File: src/logic/rf_defines.svh
`ifndef RF_DEFINES_SVH
`define RF_DEFINES_SVH

// register file geometry
`define RF_DATA_W   64
`define RF_REGS     32

`define RF_ZERO_REG 31  // reads as zero, writes are dropped

// pending loads waiting for a free write port
`define LQ_DEPTH    4

`endif
File: src/logic/rf_pkg.sv
`include "rf_defines.svh"

package rf_pkg;

    typedef logic [`RF_DATA_W-1:0]           reg_data_t;
    typedef logic [$clog2(`RF_REGS)-1:0]     reg_addr_t;
    typedef logic [$clog2(`RF_DATA_W)-1:0]   shamt_t;    // shift amount taken from rm
    typedef logic [$clog2(`LQ_DEPTH)-1:0]    lq_ptr_t;
    typedef logic [$clog2(`LQ_DEPTH+1)-1:0]  lq_count_t; // holds 0 up to a full queue

    typedef enum logic [2:0] {
        ALU_ADD = 3'd0,
        ALU_SUB = 3'd1,
        ALU_AND = 3'd2,
        ALU_ORR = 3'd3,
        ALU_EOR = 3'd4,
        ALU_LSL = 3'd5,
        ALU_LSR = 3'd6,
        ALU_MOV = 3'd7
    } alu_opcode_t;

    // one register-to-register operation from the host
    typedef struct packed {
        alu_opcode_t opcode;
        reg_addr_t   rd;
        reg_addr_t   rn;
        reg_addr_t   rm;
    } alu_op_t;

    // a register write, used for loads and for ALU writeback alike
    typedef struct packed {
        reg_addr_t addr;
        reg_data_t data;
    } wr_req_t;

endpackage

File: src/logic/write_arbiter.sv
`timescale 1ns/1ns

module write_arbiter (
    input  logic            wb_valid,
    input  rf_pkg::wr_req_t wb,
    input  logic            lq_valid,
    input  rf_pkg::wr_req_t lq_head,
    output logic            lq_pop,
    output logic            wr_en,
    output rf_pkg::wr_req_t wr
);

    // the pipeline cannot stall, so its writeback always wins
    // and the load queue only gets the port in an idle cycle

    always_comb begin
        lq_pop = lq_valid && !wb_valid;
        wr_en  = wb_valid || lq_valid;
        if (wb_valid) begin
            wr = wb;
        end else begin
            wr = lq_head; // don't care when lq_valid is low too
        end
    end

endmodule

File: config.mk
export PLATFORM = sky130hd
export DESIGN_NAME = write_arbiter
export DESIGN_NICKNAME = d
export VERILOG_FILES = /design/src/logic/rf_pkg.sv /design/src/logic/write_arbiter.sv
export VERILOG_INCLUDE_DIRS = /design/src /design/src/logic
export SDC_FILE = /design/constraint.sdc
export NUM_CORES = 1
export LEC_CHECK = 0
export BUFFER_PORTS_ARGS = -buffer_cell sky130_fd_sc_hd__buf_2
export CAP_MARGIN = 0
export CORE_AREA = 2 2 82 84
export DETAILED_ROUTE_END_ITERATION = 10
export DIE_AREA = 0 0 84 86
export PLACE_DENSITY = 0.63
export SLEW_MARGIN = 20
export SYNTH_ARGS = -nofsm -noshare
export SYNTH_HDL_FRONTEND = slang
export SYNTH_SLANG_ARGS = --single-unit
File: constraint.sdc
create_clock -name vclk -period 0.9
set_clock_uncertainty 0.05 [all_clocks]
set_input_delay 0.045 -clock vclk [all_inputs]
set_output_delay 0.045 -clock vclk [all_outputs]
set_load 0.01 [all_outputs]
==> reports/qor.txt <==
Post-CTS repair timing setup buffer count -> 0
Master of the slowest instance on the critical path -> mux2_4
Vias -> 1510
I/O pins -> 211
DIE HEIGHT -> 86 um
Number of flip-flops and latches -> 0
Number of port buffers -> 211
Number of buffers inserted for hold repair after clock tree synthesis -> 0
Most area-consuming cells after synthesis -> mux2_4 85%, buf_12 12%, buf_6 0.94%, mux2_2 0.94%, nor2b_1 0.52%
RePlAce Congestion -> 0.728
Total inserted antenna cells -> 0
Switching part of the total power -> 0.344
Worst EP required -> 0.81 ns
Sequential cell area fraction in the yosys report -> 0
Yosys cell types -> 6
Antenna-violating nets left -> 0
End point of the critical path -> wr[50]
Final hold violations -> 0
DP Cell Count -> 363
Number of global-route vias before repair -> 1615
Highest net fanout along the worst path -> 16
Gate power share -> 1.000
Share of the core filled with cells -> 0.423
Leakage -> 1.57 nW
Fraction of power consumed by the clock network -> 0
Length of routed wiring on met1 -> 1730 um
DR WL met2 -> 2870 um
Combined area of the multi-input logic cells -> 1050 um2
Total global routing overflow -> 0
Worst endpoint data arrival time -> 0.81 ns
Final Non-Filler Cells -> 366
Detailed placer's ending HPWL -> 4090 um
Transition time of the tightest slew-check pin -> 0.128 ns
Global-route wire length before repair -> 7630 um
Synthesized instance count -> 79
Synthesized netlist net count -> 219
Hold Path Class -> primary input to output port
Total of fill cells in the finished design -> 606
Floorplan die width -> 84 um
Post-placement worst setup slack -> -0.0915 ns
Fmax -> 1.10 GHz
Initial drt markers -> 20
Max-slew violation count -> 0
Number of antenna violations at the first check in global routing -> 0
Uppermost layer routed -> met4
Worst setup EP type -> output port
Initial core utilization -> 0.191
Areal power density over the cells -> 567 nW/um2
Area used by sequential logic in the layout -> 0 um2
Most numerous cell in the Yosys netlist -> mux2_4
Number of remaining DRC errors -> 0
Core Region -> 6280 um2
Crit Path Category -> primary input to output port
Int Pwr -> 0.987 mW
Critical Path Start -> wb_valid
Sequential cell fraction of total power -> 0
Clock buffer count in the final layout -> 0
Final period utilization -> 1.01
Fin worst setup slack -> -0.00977 ns
Violations in the final reports -> negative setup slack
Most frequent cells after synthesis -> 68 x mux2_4, 7 x buf_12
Max Cap Viol -> 0
Total routed wirelength -> 5130 um
Post-DR wirelength/cell -> 14.0 um
Dominant cell type by area after synthesis -> mux2_4
Synthesized area per cell -> 15.1 um2
Run status -> complete, but fails checks
Number of endpoints failing setup at the final stage -> 15
Largest incremental delay on the critical path -> 0.32 ns
Unrepaired setup endpoints after global routing -> true
Warning count from the yosys run -> 0
Layout-stage area growth over the synthesis result -> 122%
Min Clock Period, post-route -> 0.910 ns
Worst supply voltage drop on vdd -> 0.318 mV
Headroom to the max-slew limit -> 0.915
Met3 WL -> 521 um
Critical Path Start Type -> primary input
Pin count of the biggest net entering global routing -> 17
Full die area -> 7220 um2
Overall track demand over capacity in global routing -> 0.128
NumNets Final -> 431
Detailed Routing Iterations Pass 1 -> 2
Count of standard-cell rows -> 29
Sw Pwr -> 0.518 mW
Mapped cell area -> 1200 um2
Series of cell instances along the critical path -> buf_16 -> buf_16 -> mux2_4 -> buf_6
Average via count per standard cell -> 4.13
Fraction of layout instances using a drive strength above 1 -> 0.997
Top-area cell type share of the netlist area -> 0.854
Crit-path most repeated cell -> buf_16
through the flow:
stage / hold WS [ns] / TNS, ns / area [um2] / power [mW]
floorplan: 0.144 / 0 / 1200 / 0.705
global placement: 0.348 / -4.18 / 2250 / 1.21
detailed placement: 0.349 / -4.60 / 2250 / 1.22
CTS: 0.336 / -0.233 / 2650 / 1.50
global route: 0.340 / -1.07 / 2660 / 1.59
finish: 0.331 / -0.0527 / 2660 / 1.51
how the worst min path moves through the flow:
stage	start	to	slack, ns	cells after the start
global placement	lq_head[31]	wr[31]	0.35	3
detailed placement	lq_head[22]	wr[22]	0.35	3
global route	wb[64]	wr[64]	0.34	3
finish	lq_valid	wr_en	0.33	3
floorplan	lq_valid	wr_en	0.14	1
CTS	lq_head[33]	wr[33]	0.34	3
cells in the final DEF (no fill, tap or decap):
cell type,n
buf_2,165
mux2_4,68
buf_6,45
buf_16,5
nor2b_1,1
or2_4,1
mux2_2,1
buf_12,1
buf_8,1
buf_4,1
per-layer routing:
layer / vias up / track usage
met2: 124 / 0.280
met4: 0 / 0.00293
li1: 725 / -
met1: 659 / 0.128
met3: 2 / 0.0250
met5: - / 0
critical path, delay by kind of cell:
kind,cells,cell delay [ns]
buffers and inverters,3,0.44
multiplexers,1,0.32
power by group through the flow:
| stage | combinational, mW | sequential, mW | clock (mW) |
|---|---|---|---|
| after global placement | 1.21 | 0 | 0 |
| final | 1.50 | 0 | 0 |
| after CTS | 1.50 | 0 | 0 |
| after floorplan | 0.705 | 0 | 0 |
| after detailed placement | 1.22 | 0 | 0 |
| after global routing | 1.59 | 0 | 0 |
final cells by class:
class,instances,area share
multi-input cells,71,0.394
well taps,77,0.0363
repair buffers,218,0.569
cell families after synthesis:
| group | count (synthesis) | synth area share |
|---|---|---|
| buf+inv | 8 | 0.127 |
| mux | 69 | 0.863 |
| simple gates | 2 | 0.0105 |
timing repair:
action | 4_1_cts | 5_1_grt
setup endpoints to repair | 65 | 51
cloned | 3 | 0
gates resized for setup | 54 | 2
hold endpoints to repair | 0 | 0
Power figures use the tool's default switching activity.
