==> config.mk <==
export PLATFORM = sky130hd
export DESIGN_NAME = load_queue
export DESIGN_NICKNAME = d
export VERILOG_FILES = /design/src/logic/rf_pkg.sv /design/src/logic/load_queue.sv
export VERILOG_INCLUDE_DIRS = /design/src /design/src/logic
export SDC_FILE = /design/constraint.sdc
export NUM_CORES = 1
export LEC_CHECK = 0
export ABC_AREA = 1
export BUFFER_PORTS_ARGS = -buffer_cell sky130_fd_sc_hd__buf_2
export CAP_MARGIN = 10
export CORE_MARGIN = 2
export CORE_UTILIZATION = 50
export DETAILED_ROUTE_END_ITERATION = 8
export GPL_TIMING_DRIVEN = 0
export HOLD_SLACK_MARGIN = 0.08
export PLACE_DENSITY = 0.74
export REMOVE_ABC_BUFFERS = 1
export SYNTH_ARGS = -nofsm -noshare
export SYNTH_HDL_FRONTEND = slang
export SYNTH_SLANG_ARGS = --single-unit
export TNS_END_PERCENT = 20
==> constraint.sdc <==
create_clock -name clock -period 10.55 [get_ports clock]
set_input_delay 2.11 -clock clock [delete_from_list [all_inputs] [get_ports clock]]
set_output_delay 2.11 -clock clock [all_outputs]
set_load 0.01 [all_outputs]
==> src/logic/rf_defines.svh <==
`ifndef RF_DEFINES_SVH
`define RF_DEFINES_SVH

// register file geometry
`define RF_DATA_W   64
`define RF_REGS     32

`define RF_ZERO_REG 31  // reads as zero, writes are dropped

// pending loads waiting for a free write port
`define LQ_DEPTH    4

`endif
==> src/logic/rf_pkg.sv <==
`include "rf_defines.svh"

package rf_pkg;

    typedef logic [`RF_DATA_W-1:0]           reg_data_t;
    typedef logic [$clog2(`RF_REGS)-1:0]     reg_addr_t;
    typedef logic [$clog2(`RF_DATA_W)-1:0]   shamt_t;    // shift amount taken from rm
    typedef logic [$clog2(`LQ_DEPTH)-1:0]    lq_ptr_t;
    typedef logic [$clog2(`LQ_DEPTH+1)-1:0]  lq_count_t; // holds 0 up to a full queue

    typedef enum logic [2:0] {
        ALU_ADD = 3'd0,
        ALU_SUB = 3'd1,
        ALU_AND = 3'd2,
        ALU_ORR = 3'd3,
        ALU_EOR = 3'd4,
        ALU_LSL = 3'd5,
        ALU_LSR = 3'd6,
        ALU_MOV = 3'd7
    } alu_opcode_t;

    // one register-to-register operation from the host
    typedef struct packed {
        alu_opcode_t opcode;
        reg_addr_t   rd;
        reg_addr_t   rn;
        reg_addr_t   rm;
    } alu_op_t;

    // a register write, used for loads and for ALU writeback alike
    typedef struct packed {
        reg_addr_t addr;
        reg_data_t data;
    } wr_req_t;

endpackage

==> src/logic/load_queue.sv <==
`timescale 1ns/1ns
`include "rf_defines.svh"

module load_queue (
    input  logic              clock,
    input  logic              arst_n,
    input  logic              push,
    input  rf_pkg::wr_req_t   push_req,
    input  logic              pop,
    output logic              head_valid,
    output rf_pkg::wr_req_t   head,
    output logic              full
);

    rf_pkg::wr_req_t   entries [`LQ_DEPTH];
    rf_pkg::lq_ptr_t   wr_ptr;
    rf_pkg::lq_ptr_t   rd_ptr;
    rf_pkg::lq_count_t count;
    logic              do_push;
    logic              do_pop;

    assign head_valid = (count != '0);
    assign full       = (count == rf_pkg::lq_count_t'(`LQ_DEPTH));
    assign head       = entries[rd_ptr];

    assign do_push = push && !full; // host keeps off push while full anyway
    assign do_pop  = pop && head_valid;

    always_ff @(posedge clock) begin
        if (do_push) begin
            entries[wr_ptr] <= push_req;
        end
    end

    // depth is a power of two so the pointers wrap by themselves
    always_ff @(posedge clock or negedge arst_n) begin
        if (!arst_n) begin
            wr_ptr <= '0;
            rd_ptr <= '0;
            count  <= '0;
        end else begin
            if (do_push) begin
                wr_ptr <= wr_ptr + 1'b1;
            end
            if (do_pop) begin
                rd_ptr <= rd_ptr + 1'b1;
            end
            case ({do_push, do_pop})
                2'b10: begin
                    count <= count + 1'b1;
                end
                2'b01: begin
                    count <= count - 1'b1;
                end
                default: begin
                    count <= count; // both or neither leave the level alone
                end
            endcase
        end
    end

endmodule

==> results_dict.tcl <==
set metrics [dict create \
    floorplan.io_pins 144 \
    area_delta_synth_final_pct 16.71 \
    number_of_cell_rows 56 \
    post_drt_wl_per_cell_um 15.16 \
    drc 0 \
    route.final.wire_length_um 20430 \
    path_cells "inv_12, buf_16, nand2_1, o211ai_1, nand2_1, buf_2" \
    initial_drt_markers 294 \
    setup_slack_of_the_worst_register_to_register_path_ns 8.22 \
    critPathRequiredTime_ns 8.44 \
    path_common_cell "sky130_fd_sc_hd__nand2_1" \
    port_buffer_count 143 \
    effective_utilization_at_floorplan_pct 50.55 \
    grt_max_degree 142 \
    proportion_of_layout_cells_with_a_drive_suffix_above_1_pct 25.88 \
    worst-slew-pin-transition_ns 0.8835 \
    hold_viol_final 0 \
    tritoncts_num_sinks 283 \
    power_mw 3.815 \
    cts_root_buffer "sky130_fd_sc_hd__clkbuf_16" \
    cp_class "reg -> out" \
    clock-skew-final_ns 0.01822 \
    min_path_type "reg -> reg" \
    final-max-slew-violation-count 0 \
    cts_tree "done" \
    critical_path_buf_inv_count 3 \
    layout_min_cycle_time_ns 4.555 \
    period_share_pct 43.17 \
    place_hpwl_um 12140 \
    die_height_um 157.4 \
    holdCritStartpoint "count[0]$_DFFE_PN0P_" \
    irDropWorstVdd_v 0.0003805 \
    finalNetCount 1085 \
    hold_path_depth 1 \
    design.core.area_um2 23260 \
    netlist_area_um2 11760 \
    grt_overflow 0 \
    cap_violations 0 \
    cts.htree.levels 1 \
    grt_pass1_vias 6539 \
    synthCells 865 \
    ff2ff_path_depth 5 \
    vias_per_cell 4.880 \
    crit_path_max_fanout 141 \
    critical-path-top-delay-family "buffers and inverters" \
    synth.avg_cell_area_um2 13.59 \
    fin_setup_tns_ns 0 \
    report.final.setup_viol 0 \
    postCtsSetupRepairBufs 0 \
    die-width_um 157.4 \
    route.antenna.remaining_nets 0 \
    hold_path_end "count[0]$_DFFE_PN0P_" \
    slew_headroom_pct 40.96 \
    clock_pin_slew_worst_setup_and_hold_paths_ns 0.06 \
    slowest_delay_ns 0.48 \
    crit-reg2reg-capture "entries[0][9]$_DFFE_PP_" \
    critical-path-slowest-cell "sky130_fd_sc_hd__dfrtp_1" \
    critical_path_arrival_ns 2.44 \
    rsz_0062_raised_after_global_routing "false" \
    antenna_cells_inserted 0 \
    design.die.area_um2 24760 \
    power_per_cell_area_nw_per_um2 278.0 \
    clock_insertion_delay_worst_skew_ns 0.54 \
    dr.pass1.iters 4 \
    synth_seq_cells 283 \
    end_kind "output port" \
    vias 6574 \
    grt_util_all_layers_pct 16.50 \
    mostFrequentLayoutCells "sky130_fd_sc_hd__edfxtp_1 (276), sky130_fd_sc_hd__nand2_1 (225), sky130_fd_sc_hd__inv_1 (149)" \
    ys_seq_area_share_pct 71.97 \
    leading_cell_type_in_the_layout_fill_and_taps_excluded "sky130_fd_sc_hd__edfxtp_1" \
    origin_of_the_critical_flop_to_flop_path "count[1]$_DFFE_PN0P_" \
    cts_inserted_buffers 29 \
    grt_pass1_wl_um 32060 \
    ys_warn_count 0 \
    run_status "finished, final reports clean" \
    grt_antenna_before_repair 0 \
    cts_max_path_buffers 3 \
    synth_cell_types 19 \
    cts.repair.resized 0 \
    fmax_mhz 219.6 \
    cts_hold_repair.buffers 0 \
    power.leakage_nw 5.585 \
    gp_routability_congestion 0.6951 \
    cp-start-kind "register" \
]
==> per-stage QoR <==
step	instance area (um2)	std cells	util, %	setup slack, ns	hold slack, ns
final	13720	1347	58.99	5.995	0.5085
after global routing	13720	1347	58.99	5.752	0.5209
after CTS	13720	1347	58.99	5.887	0.5147
after detailed placement	12810	1294	55.08	6.459	0.5006
after global placement	12500	1282	53.72	2.216	0.4823
after floorplan	11380	820	-	4.911	0.4663
==> state kept, by name, indices dropped and copies added (netlist names) <==
register,count
entries,276
wr_ptr,2
count,3
rd_ptr,2
==> cell type report <==
type	count	area, um2
clock inverters	12	108.9
multi-input cells	383	2369
fillers	1815	9539
flip-flops and latches	283	8467
clock buffers	41	800.8
repair buffers	155	985.9
well taps	319	399.1
inverters	154	593.1
==> cells in the mapped netlist <==
master	n	area [um2]
sky130_fd_sc_hd__ha_1	5	62.56
sky130_fd_sc_hd__o211ai_1	77	578.1
sky130_fd_sc_hd__nand3_1	7	35.03
sky130_fd_sc_hd__inv_1	149	559.3
sky130_fd_sc_hd__buf_2	10	50.05
sky130_fd_sc_hd__dfrtp_1	7	175.2
sky130_fd_sc_hd__nand4_1	1	6.260
sky130_fd_sc_hd__clkbuf_1	8	30.03
sky130_fd_sc_hd__nor2_1	4	15.01
sky130_fd_sc_hd__inv_4	1	6.260
sky130_fd_sc_hd__inv_2	4	15.01
sky130_fd_sc_hd__buf_6	25	281.5
sky130_fd_sc_hd__buf_4	2	15.01
sky130_fd_sc_hd__xnor2_1	1	8.760
sky130_fd_sc_hd__o211ai_2	61	763.2
sky130_fd_sc_hd__fa_1	1	20.02
sky130_fd_sc_hd__edfxtp_1	276	8288
sky130_fd_sc_hd__nand2_1	225	844.6
sky130_fd_sc_hd__o21ai_0	1	5.000
==> power breakdown <==
group	internal, mW	switching [mW]	leakage, nW
registers	1.48	0.0905	2.61
logic	0.457	0.824	2.53
clock network	0.574	0.390	0.448
==> per-layer routing <==
layer / vias up / global-route usage, % / share of wire [%] / wire length, um
li1: 3291 / - / - / -
met1: 3118 / 20.13 / 42 / 8626
met2: 137 / 29.84 / 51 / 10400
met3: 28 / 3.442 / 5.2 / 1061
met4: 0 / 4.329 / 1.6 / 333
met5: - / 0 / 0 / 0
==> how the worst max path moves through the flow <==
stage | startpoint | slack (ns) | end | depth (start not counted)
finish | rd_ptr[0]$_DFFE_PN0P_ | 6.00 | head[67] | 6
global route | rd_ptr[0]$_DFFE_PN0P_ | 5.75 | head[53] | 6
CTS | rd_ptr[0]$_DFFE_PN0P_ | 5.89 | head[67] | 6
detailed placement | rd_ptr[0]$_DFFE_PN0P_ | 6.46 | head[67] | 6
global placement | push | 2.22 | entries[3][13]$_DFFE_PP_ | 3
floorplan | push | 4.91 | entries[0][0]$_DFFE_PP_ | 2
==> logic make-up (layout without fill, tap and decap cells) <==
group,count (synthesis),in the layout,synth area share (%)
and+or+nand+nor,237,237,7.661
adders and majority gates,6,6,0.7023
buffers and inverters,199,362,8.140
DFF,283,283,71.97
xor gates and xnor gates,1,1,0.07450
AOI/OAI and AO/OA,139,139,11.45
Power figures use the tool's default switching activity.
