===== config.mk =====
export PLATFORM = sky130hd
export DESIGN_NAME = register_file
export DESIGN_NICKNAME = d
export VERILOG_FILES = /design/src/logic/rf_pkg.sv /design/src/logic/register_file.sv
export VERILOG_INCLUDE_DIRS = /design/src /design/src/logic
export SDC_FILE = /design/constraint.sdc
export NUM_CORES = 2
export LEC_CHECK = 0
export BUFFER_PORTS_ARGS = -buffer_cell sky130_fd_sc_hd__buf_2
export CORE_MARGIN = 2
export CORE_UTILIZATION = 40
export DETAILED_ROUTE_END_ITERATION = 8
export RECOVER_POWER = 25
export SLEW_MARGIN = 20
export SYNTH_ARGS = -nofsm -noshare
export SYNTH_HDL_FRONTEND = slang
export SYNTH_SLANG_ARGS = --single-unit

===== constraint.sdc =====
create_clock -name clock -period 1.9 [get_ports clock]
set_clock_uncertainty 0.05 [all_clocks]
set_input_delay 0.19 -clock clock [delete_from_list [all_inputs] [get_ports clock]]
set_output_delay 0.19 -clock clock [all_outputs]
set_load 0.1 [all_outputs]

===== src/logic/rf_defines.svh =====
`ifndef RF_DEFINES_SVH
`define RF_DEFINES_SVH

// register file geometry
`define RF_DATA_W   64
`define RF_REGS     32

`define RF_ZERO_REG 31  // reads as zero, writes are dropped

// pending loads waiting for a free write port
`define LQ_DEPTH    4

`endif

===== src/logic/rf_pkg.sv =====
`include "rf_defines.svh"

package rf_pkg;

    typedef logic [`RF_DATA_W-1:0]           reg_data_t;
    typedef logic [$clog2(`RF_REGS)-1:0]     reg_addr_t;
    typedef logic [$clog2(`RF_DATA_W)-1:0]   shamt_t;    // shift amount taken from rm
    typedef logic [$clog2(`LQ_DEPTH)-1:0]    lq_ptr_t;
    typedef logic [$clog2(`LQ_DEPTH+1)-1:0]  lq_count_t; // holds 0 up to a full queue

    typedef enum logic [2:0] {
        ALU_ADD = 3'd0,
        ALU_SUB = 3'd1,
        ALU_AND = 3'd2,
        ALU_ORR = 3'd3,
        ALU_EOR = 3'd4,
        ALU_LSL = 3'd5,
        ALU_LSR = 3'd6,
        ALU_MOV = 3'd7
    } alu_opcode_t;

    // one register-to-register operation from the host
    typedef struct packed {
        alu_opcode_t opcode;
        reg_addr_t   rd;
        reg_addr_t   rn;
        reg_addr_t   rm;
    } alu_op_t;

    // a register write, used for loads and for ALU writeback alike
    typedef struct packed {
        reg_addr_t addr;
        reg_data_t data;
    } wr_req_t;

endpackage


===== src/logic/register_file.sv =====
`timescale 1ns/1ns
`include "rf_defines.svh"

module register_file (
    input  logic              clock,
    input  logic              arst_n,
    input  rf_pkg::reg_addr_t select_a,
    input  rf_pkg::reg_addr_t select_b,
    output rf_pkg::reg_data_t out_a,
    output rf_pkg::reg_data_t out_b,
    input  logic              wr_en,
    input  rf_pkg::wr_req_t   wr
);

    // register 31 has no storage, only 0 to 30 are real
    rf_pkg::reg_data_t regs [`RF_REGS-1];
    logic              wr_live;

    assign wr_live = wr_en && (wr.addr != rf_pkg::reg_addr_t'(`RF_ZERO_REG));

    // one read port: zero register, then same-cycle write, then the array
    function automatic rf_pkg::reg_data_t read_port(input rf_pkg::reg_addr_t sel);
        if (sel == rf_pkg::reg_addr_t'(`RF_ZERO_REG)) begin
            return '0;
        end
        if (wr_live && (wr.addr == sel)) begin
            return wr.data; // forward so a dependent op sees the new value
        end
        return regs[sel];
    endfunction

    always_comb begin
        out_a = read_port(select_a);
    end

    always_comb begin
        out_b = read_port(select_b);
    end

    always_ff @(posedge clock or negedge arst_n) begin
        if (!arst_n) begin
            for (int i = 0; i < `RF_REGS-1; i++) begin
                regs[i] <= '0;
            end
        end else if (wr_live) begin
            regs[wr.addr] <= wr.data;
        end
    end

endmodule


==> results.json <==
{
  "transition_time_at_the_pin_with_the_least_slew_margin_ns": 1.273,
  "critical_path.max_fanout": 2,
  "synth_adder_area_share_pct": 0,
  "cts_root_buf": "clkbuf_16",
  "post_route_cells_drive_above_1_share_pct": 63.36,
  "post_synth_most_frequent_cells": "mux2_2, dfrtp_1, mux4_2",
  "max-slew-margin-rel_pct": 15.13,
  "detailedRoute.firstPassIterationCount": 5,
  "global_route_wire_length_before_repair_mm": 592.0,
  "cellLeakagePower_nw": 60.23,
  "route.antenna.remaining_nets": 0,
  "maxSlewViolCount": 0,
  "via_count_of_the_first_global_routing_pass": 80390,
  "synth_compound_gate_area_share_pct": 5.512,
  "die_area_um2": 271600,
  "layout_setup_ws_ns": -1.083,
  "critPathMaxStageDelay_ns": 0.45,
  "number_of_flops_mapped_to_enable_cells_by_yosys": 0,
  "routed_via_density": 6.342,
  "grt_setup_unrepaired": "true",
  "core-area_um2": 265600,
  "synthMostInstantiatedCell": "mux2_2",
  "ys_types": 58,
  "post_synthesis_sequential_area_ratio_pct": 46.41,
  "grt_util_all_layers_pct": 29.98,
  "timing.reg2reg.worst_path_depth": 3,
  "registers.top_by_ff_count": "regs",
  "max-clock-path-buffers": 3,
  "violated_checks": "negative setup slack",
  "largest_family_of_logic_cells_by_synthesized_area": "multiplexers",
  "clock.fmax_ghz": 0.3352,
  "cp_data_required_time_ns": 1.66,
  "drv.max_cap_violation_count": 0,
  "finalWeightedCongestion": 0.8971,
  "tritoncts_clock_tree": "yes",
  "die-height_um": 521.2,
  "grt_start_max_net_pins": 105,
  "ir_worst_vdd_v": 0.0007920,
  "cts.reportedPaths.clkPinSlew_ns": 0.06,
  "floorplan.initialDensity_pct": 40.28,
  "synth-warning-count": 0,
  "reg2reg_from": "regs[531]",
  "port_buffers": 209,
  "largest_reg_flops": 1984,
  "syn-instance-count": 7346,
  "std_cell_rows": 189,
  "pwr_density_cell_nw_per_um2": 1009,
  "setup.worst_path.start_class": "flip-flop",
  "post_synth_xor_area_fraction_pct": 0.08187,
  "setup.worst_path.class": "flip-flop to output pin",
  "synth_top_area_cell": "dfrtp_1",
  "share_of_cell_area_taken_by_muxes_after_synthesis_pct": 42.26,
  "postSynthNetCount": 7428,
  "numClockSinks": 1984,
  "worst-path-stages": 6,
  "setup_viol": 597,
  "vias": 77140,
  "place_hpwl_mm": 283.1,
  "ys_async_sr_fraction_pct": 100.0,
  "design_power_total_mw": 139.6,
  "cts_max_level": 4,
  "drt-wirelength-per-cell_um": 33.79,
  "route.detailed.drc": 0,
  "dieWidth_um": 521.2,
  "result_of_the_run": "finished with violations",
  "route.final.wire_length_mm": 410.9,
  "syn-cell-area_um2": 107000,
  "synth_simple_gate_area_share_pct": 2.058,
  "synthFlopType": "dfrtp_1",
  "hold_viol": 0,
  "clkLatencyLatePin_ns": 0.87,
  "critPathLaunch": "regs[1666]",
  "setup-tns-final_ns": -153.19,
  "end_kind": "output pin",
  "floorplan.io_pins": 210,
  "initialDrtViolationCount": 7826,
  "timing.critical_path.buf_inv": 1,
  "registers_with_the_most_flip_flops": "regs (1984)",
  "reg2reg_to": "regs[531]",
  "fin_cells": 12160,
  "placement.setup.worst_slack_ns": -0.7973,
  "type_of_the_most_critical_hold_path": "input pin to flip-flop",
  "tcrit_tclk_final_pct": 157.0,
  "layout_min_cycle_time_ns": 2.983,
  "crit_path_top_delay_cell": "mux4_2",
  "grt_remaining_overflow": 0,
  "grt_antenna_before_repair": 19,
  "timing.critical_path.max_delay_family": "multiplexers",
  "place.detailed.instances": 11630,
  "cp-endpoint": "out_a[2]",
  "post-synth-top-area-fraction_pct": 46.41,
  "numCtsBuffers": 218,
  "nFillCells": 21720,
  "syn_avg_cell_area_um2": 14.56,
  "r2r_setup_slack_ns": 0.83,
  "final_nets": 8511,
  "cp_cell_sequence": "mux4_2 > mux2i_1 > nor2_1 > a311oi_2 > a21oi_4 > buf_12",
  "area_growth_syn_to_layout_pct": 29.32,
  "synth.ff_latch_count": 1984,
  "synth.area.top_cells": "dfrtp_1, mux2_2, mux4_2",
  "critical_path_arrival_ns": 2.74
}
==> how the worst min path moves through the flow <==
stage	startpoint	depth (start not counted)	to
4_1_cts	arst_n	3	regs[1541]
3_5_place_dp	arst_n	1	regs[1238]
2_1_floorplan	arst_n	0	regs[0]
5_1_grt	wr[43]	3	regs[811]
6_report	wr[43]	3	regs[1707]
3_3_place_gp	arst_n	1	regs[1238]
==> placed cells by master, fill, tap and decap left out, types with 23 or more instances in the layout <==
cell	Yosys	layout
buf_4	63	932
clkbuf_16	0	218
dfrtp_1	1984	1984
nor2b_1	64	40
a22oi_2	0	27
clkbuf_8	0	59
o21ai_1	10	23
mux2_2	2142	2110
nand2_1	68	47
a2bb2oi_1	35	33
buf_6	33	35
a211oi_1	115	56
o22a_4	0	25
mux2i_1	352	325
o2bb2ai_1	83	83
o22ai_2	0	100
a21oi_1	105	80
nor2_1	123	92
clkinv_2	0	35
buf_12	1	528
buf_2	299	78
nor2_4	0	25
mux2_4	0	32
o22ai_1	206	98
a211oi_2	0	51
a22o_4	0	63
clkbuf_1	380	51
o21ai_0	55	24
dlygate4sd3_1	0	63
mux4_2	775	777
==> per-stage QoR <==
| stage | hold WS [ns] | area, µm² | util (%) |
|---|---|---|---|
| 2_1_floorplan | -0.1556 | 110000 | - |
| 3_3_place_gp | 0.06681 | 127900 | 48.16 |
| 3_5_place_dp | 0.06852 | 127900 | 48.16 |
| 4_1_cts | 0.01582 | 137800 | 51.91 |
| 5_1_grt | 0.07139 | 138300 | 52.09 |
| 6_report | 0.05650 | 138400 | 52.10 |
==> report_power, final <==
part           total, mW  leakage (nW)  internal (mW)  switching [mW]
Sequential          56.7          25.4           50.5            6.18
Combinational       38.0          31.1           21.0            17.0
Clock               44.9          3.71           26.1            18.9
==> worst register-to-register path, cell delays in order (launching register included) <==
cell,delay [ns]
dfrtp_1,0.40
buf_4,0.14
buf_4,0.12
mux2_2,0.25
==> cells by family (layout without fill, tap and decap cells) <==
| group | after synthesis | after routing |
|---|---|---|
| AOI/OAI and AO/OA | 836 | 836 |
| xor gates and xnor gates | 10 | 10 |
| buffers and inverters | 804 | 2072 |
| DFF | 1984 | 1984 |
| muxes | 3276 | 3276 |
| other | 0 | 16 |
| and+or+nand+nor | 436 | 436 |
==> final cells by class <==
cell class / instances / area [µm²] / area share [%]
Multi-Input combinational cell: 4558 / 57450 / 41.53
Sequential cell: 1984 / 49650 / 35.89
Timing Repair Buffer: 1665 / 19230 / 13.90
Clock buffer: 325 / 6437 / 4.653
Tap cell: 3533 / 4420 / 3.195
Clock inverter: 80 / 1116 / 0.8067
Antenna cell: 16 / 40.04 / 0.02894
Inverter: 2 / 7.507 / 0.005426
==> per-layer routing <==
| layer | GRT usage, % | up-vias | part of all wire (%) |
|---|---|---|---|
| met5 | 0 | - | 0.0058 |
| met4 | 13.83 | 4 | 5.1 |
| met3 | 5.606 | 930 | 7.6 |
| met2 | 46.09 | 3621 | 46 |
| met1 | 41.22 | 41830 | 41 |
| li1 | - | 30750 | - |
==> repair_timing <==
action	4_1_cts	5_1_grt
setup buffers	53	10
hold buffers	68	0
gates resized for setup	305	129
endpoints found under the hold margin	3838	0
cloned	0	0
pin swaps	208	112
setup endpoints to repair	128	134
Note: power is estimated with default switching activity, not from simulation.
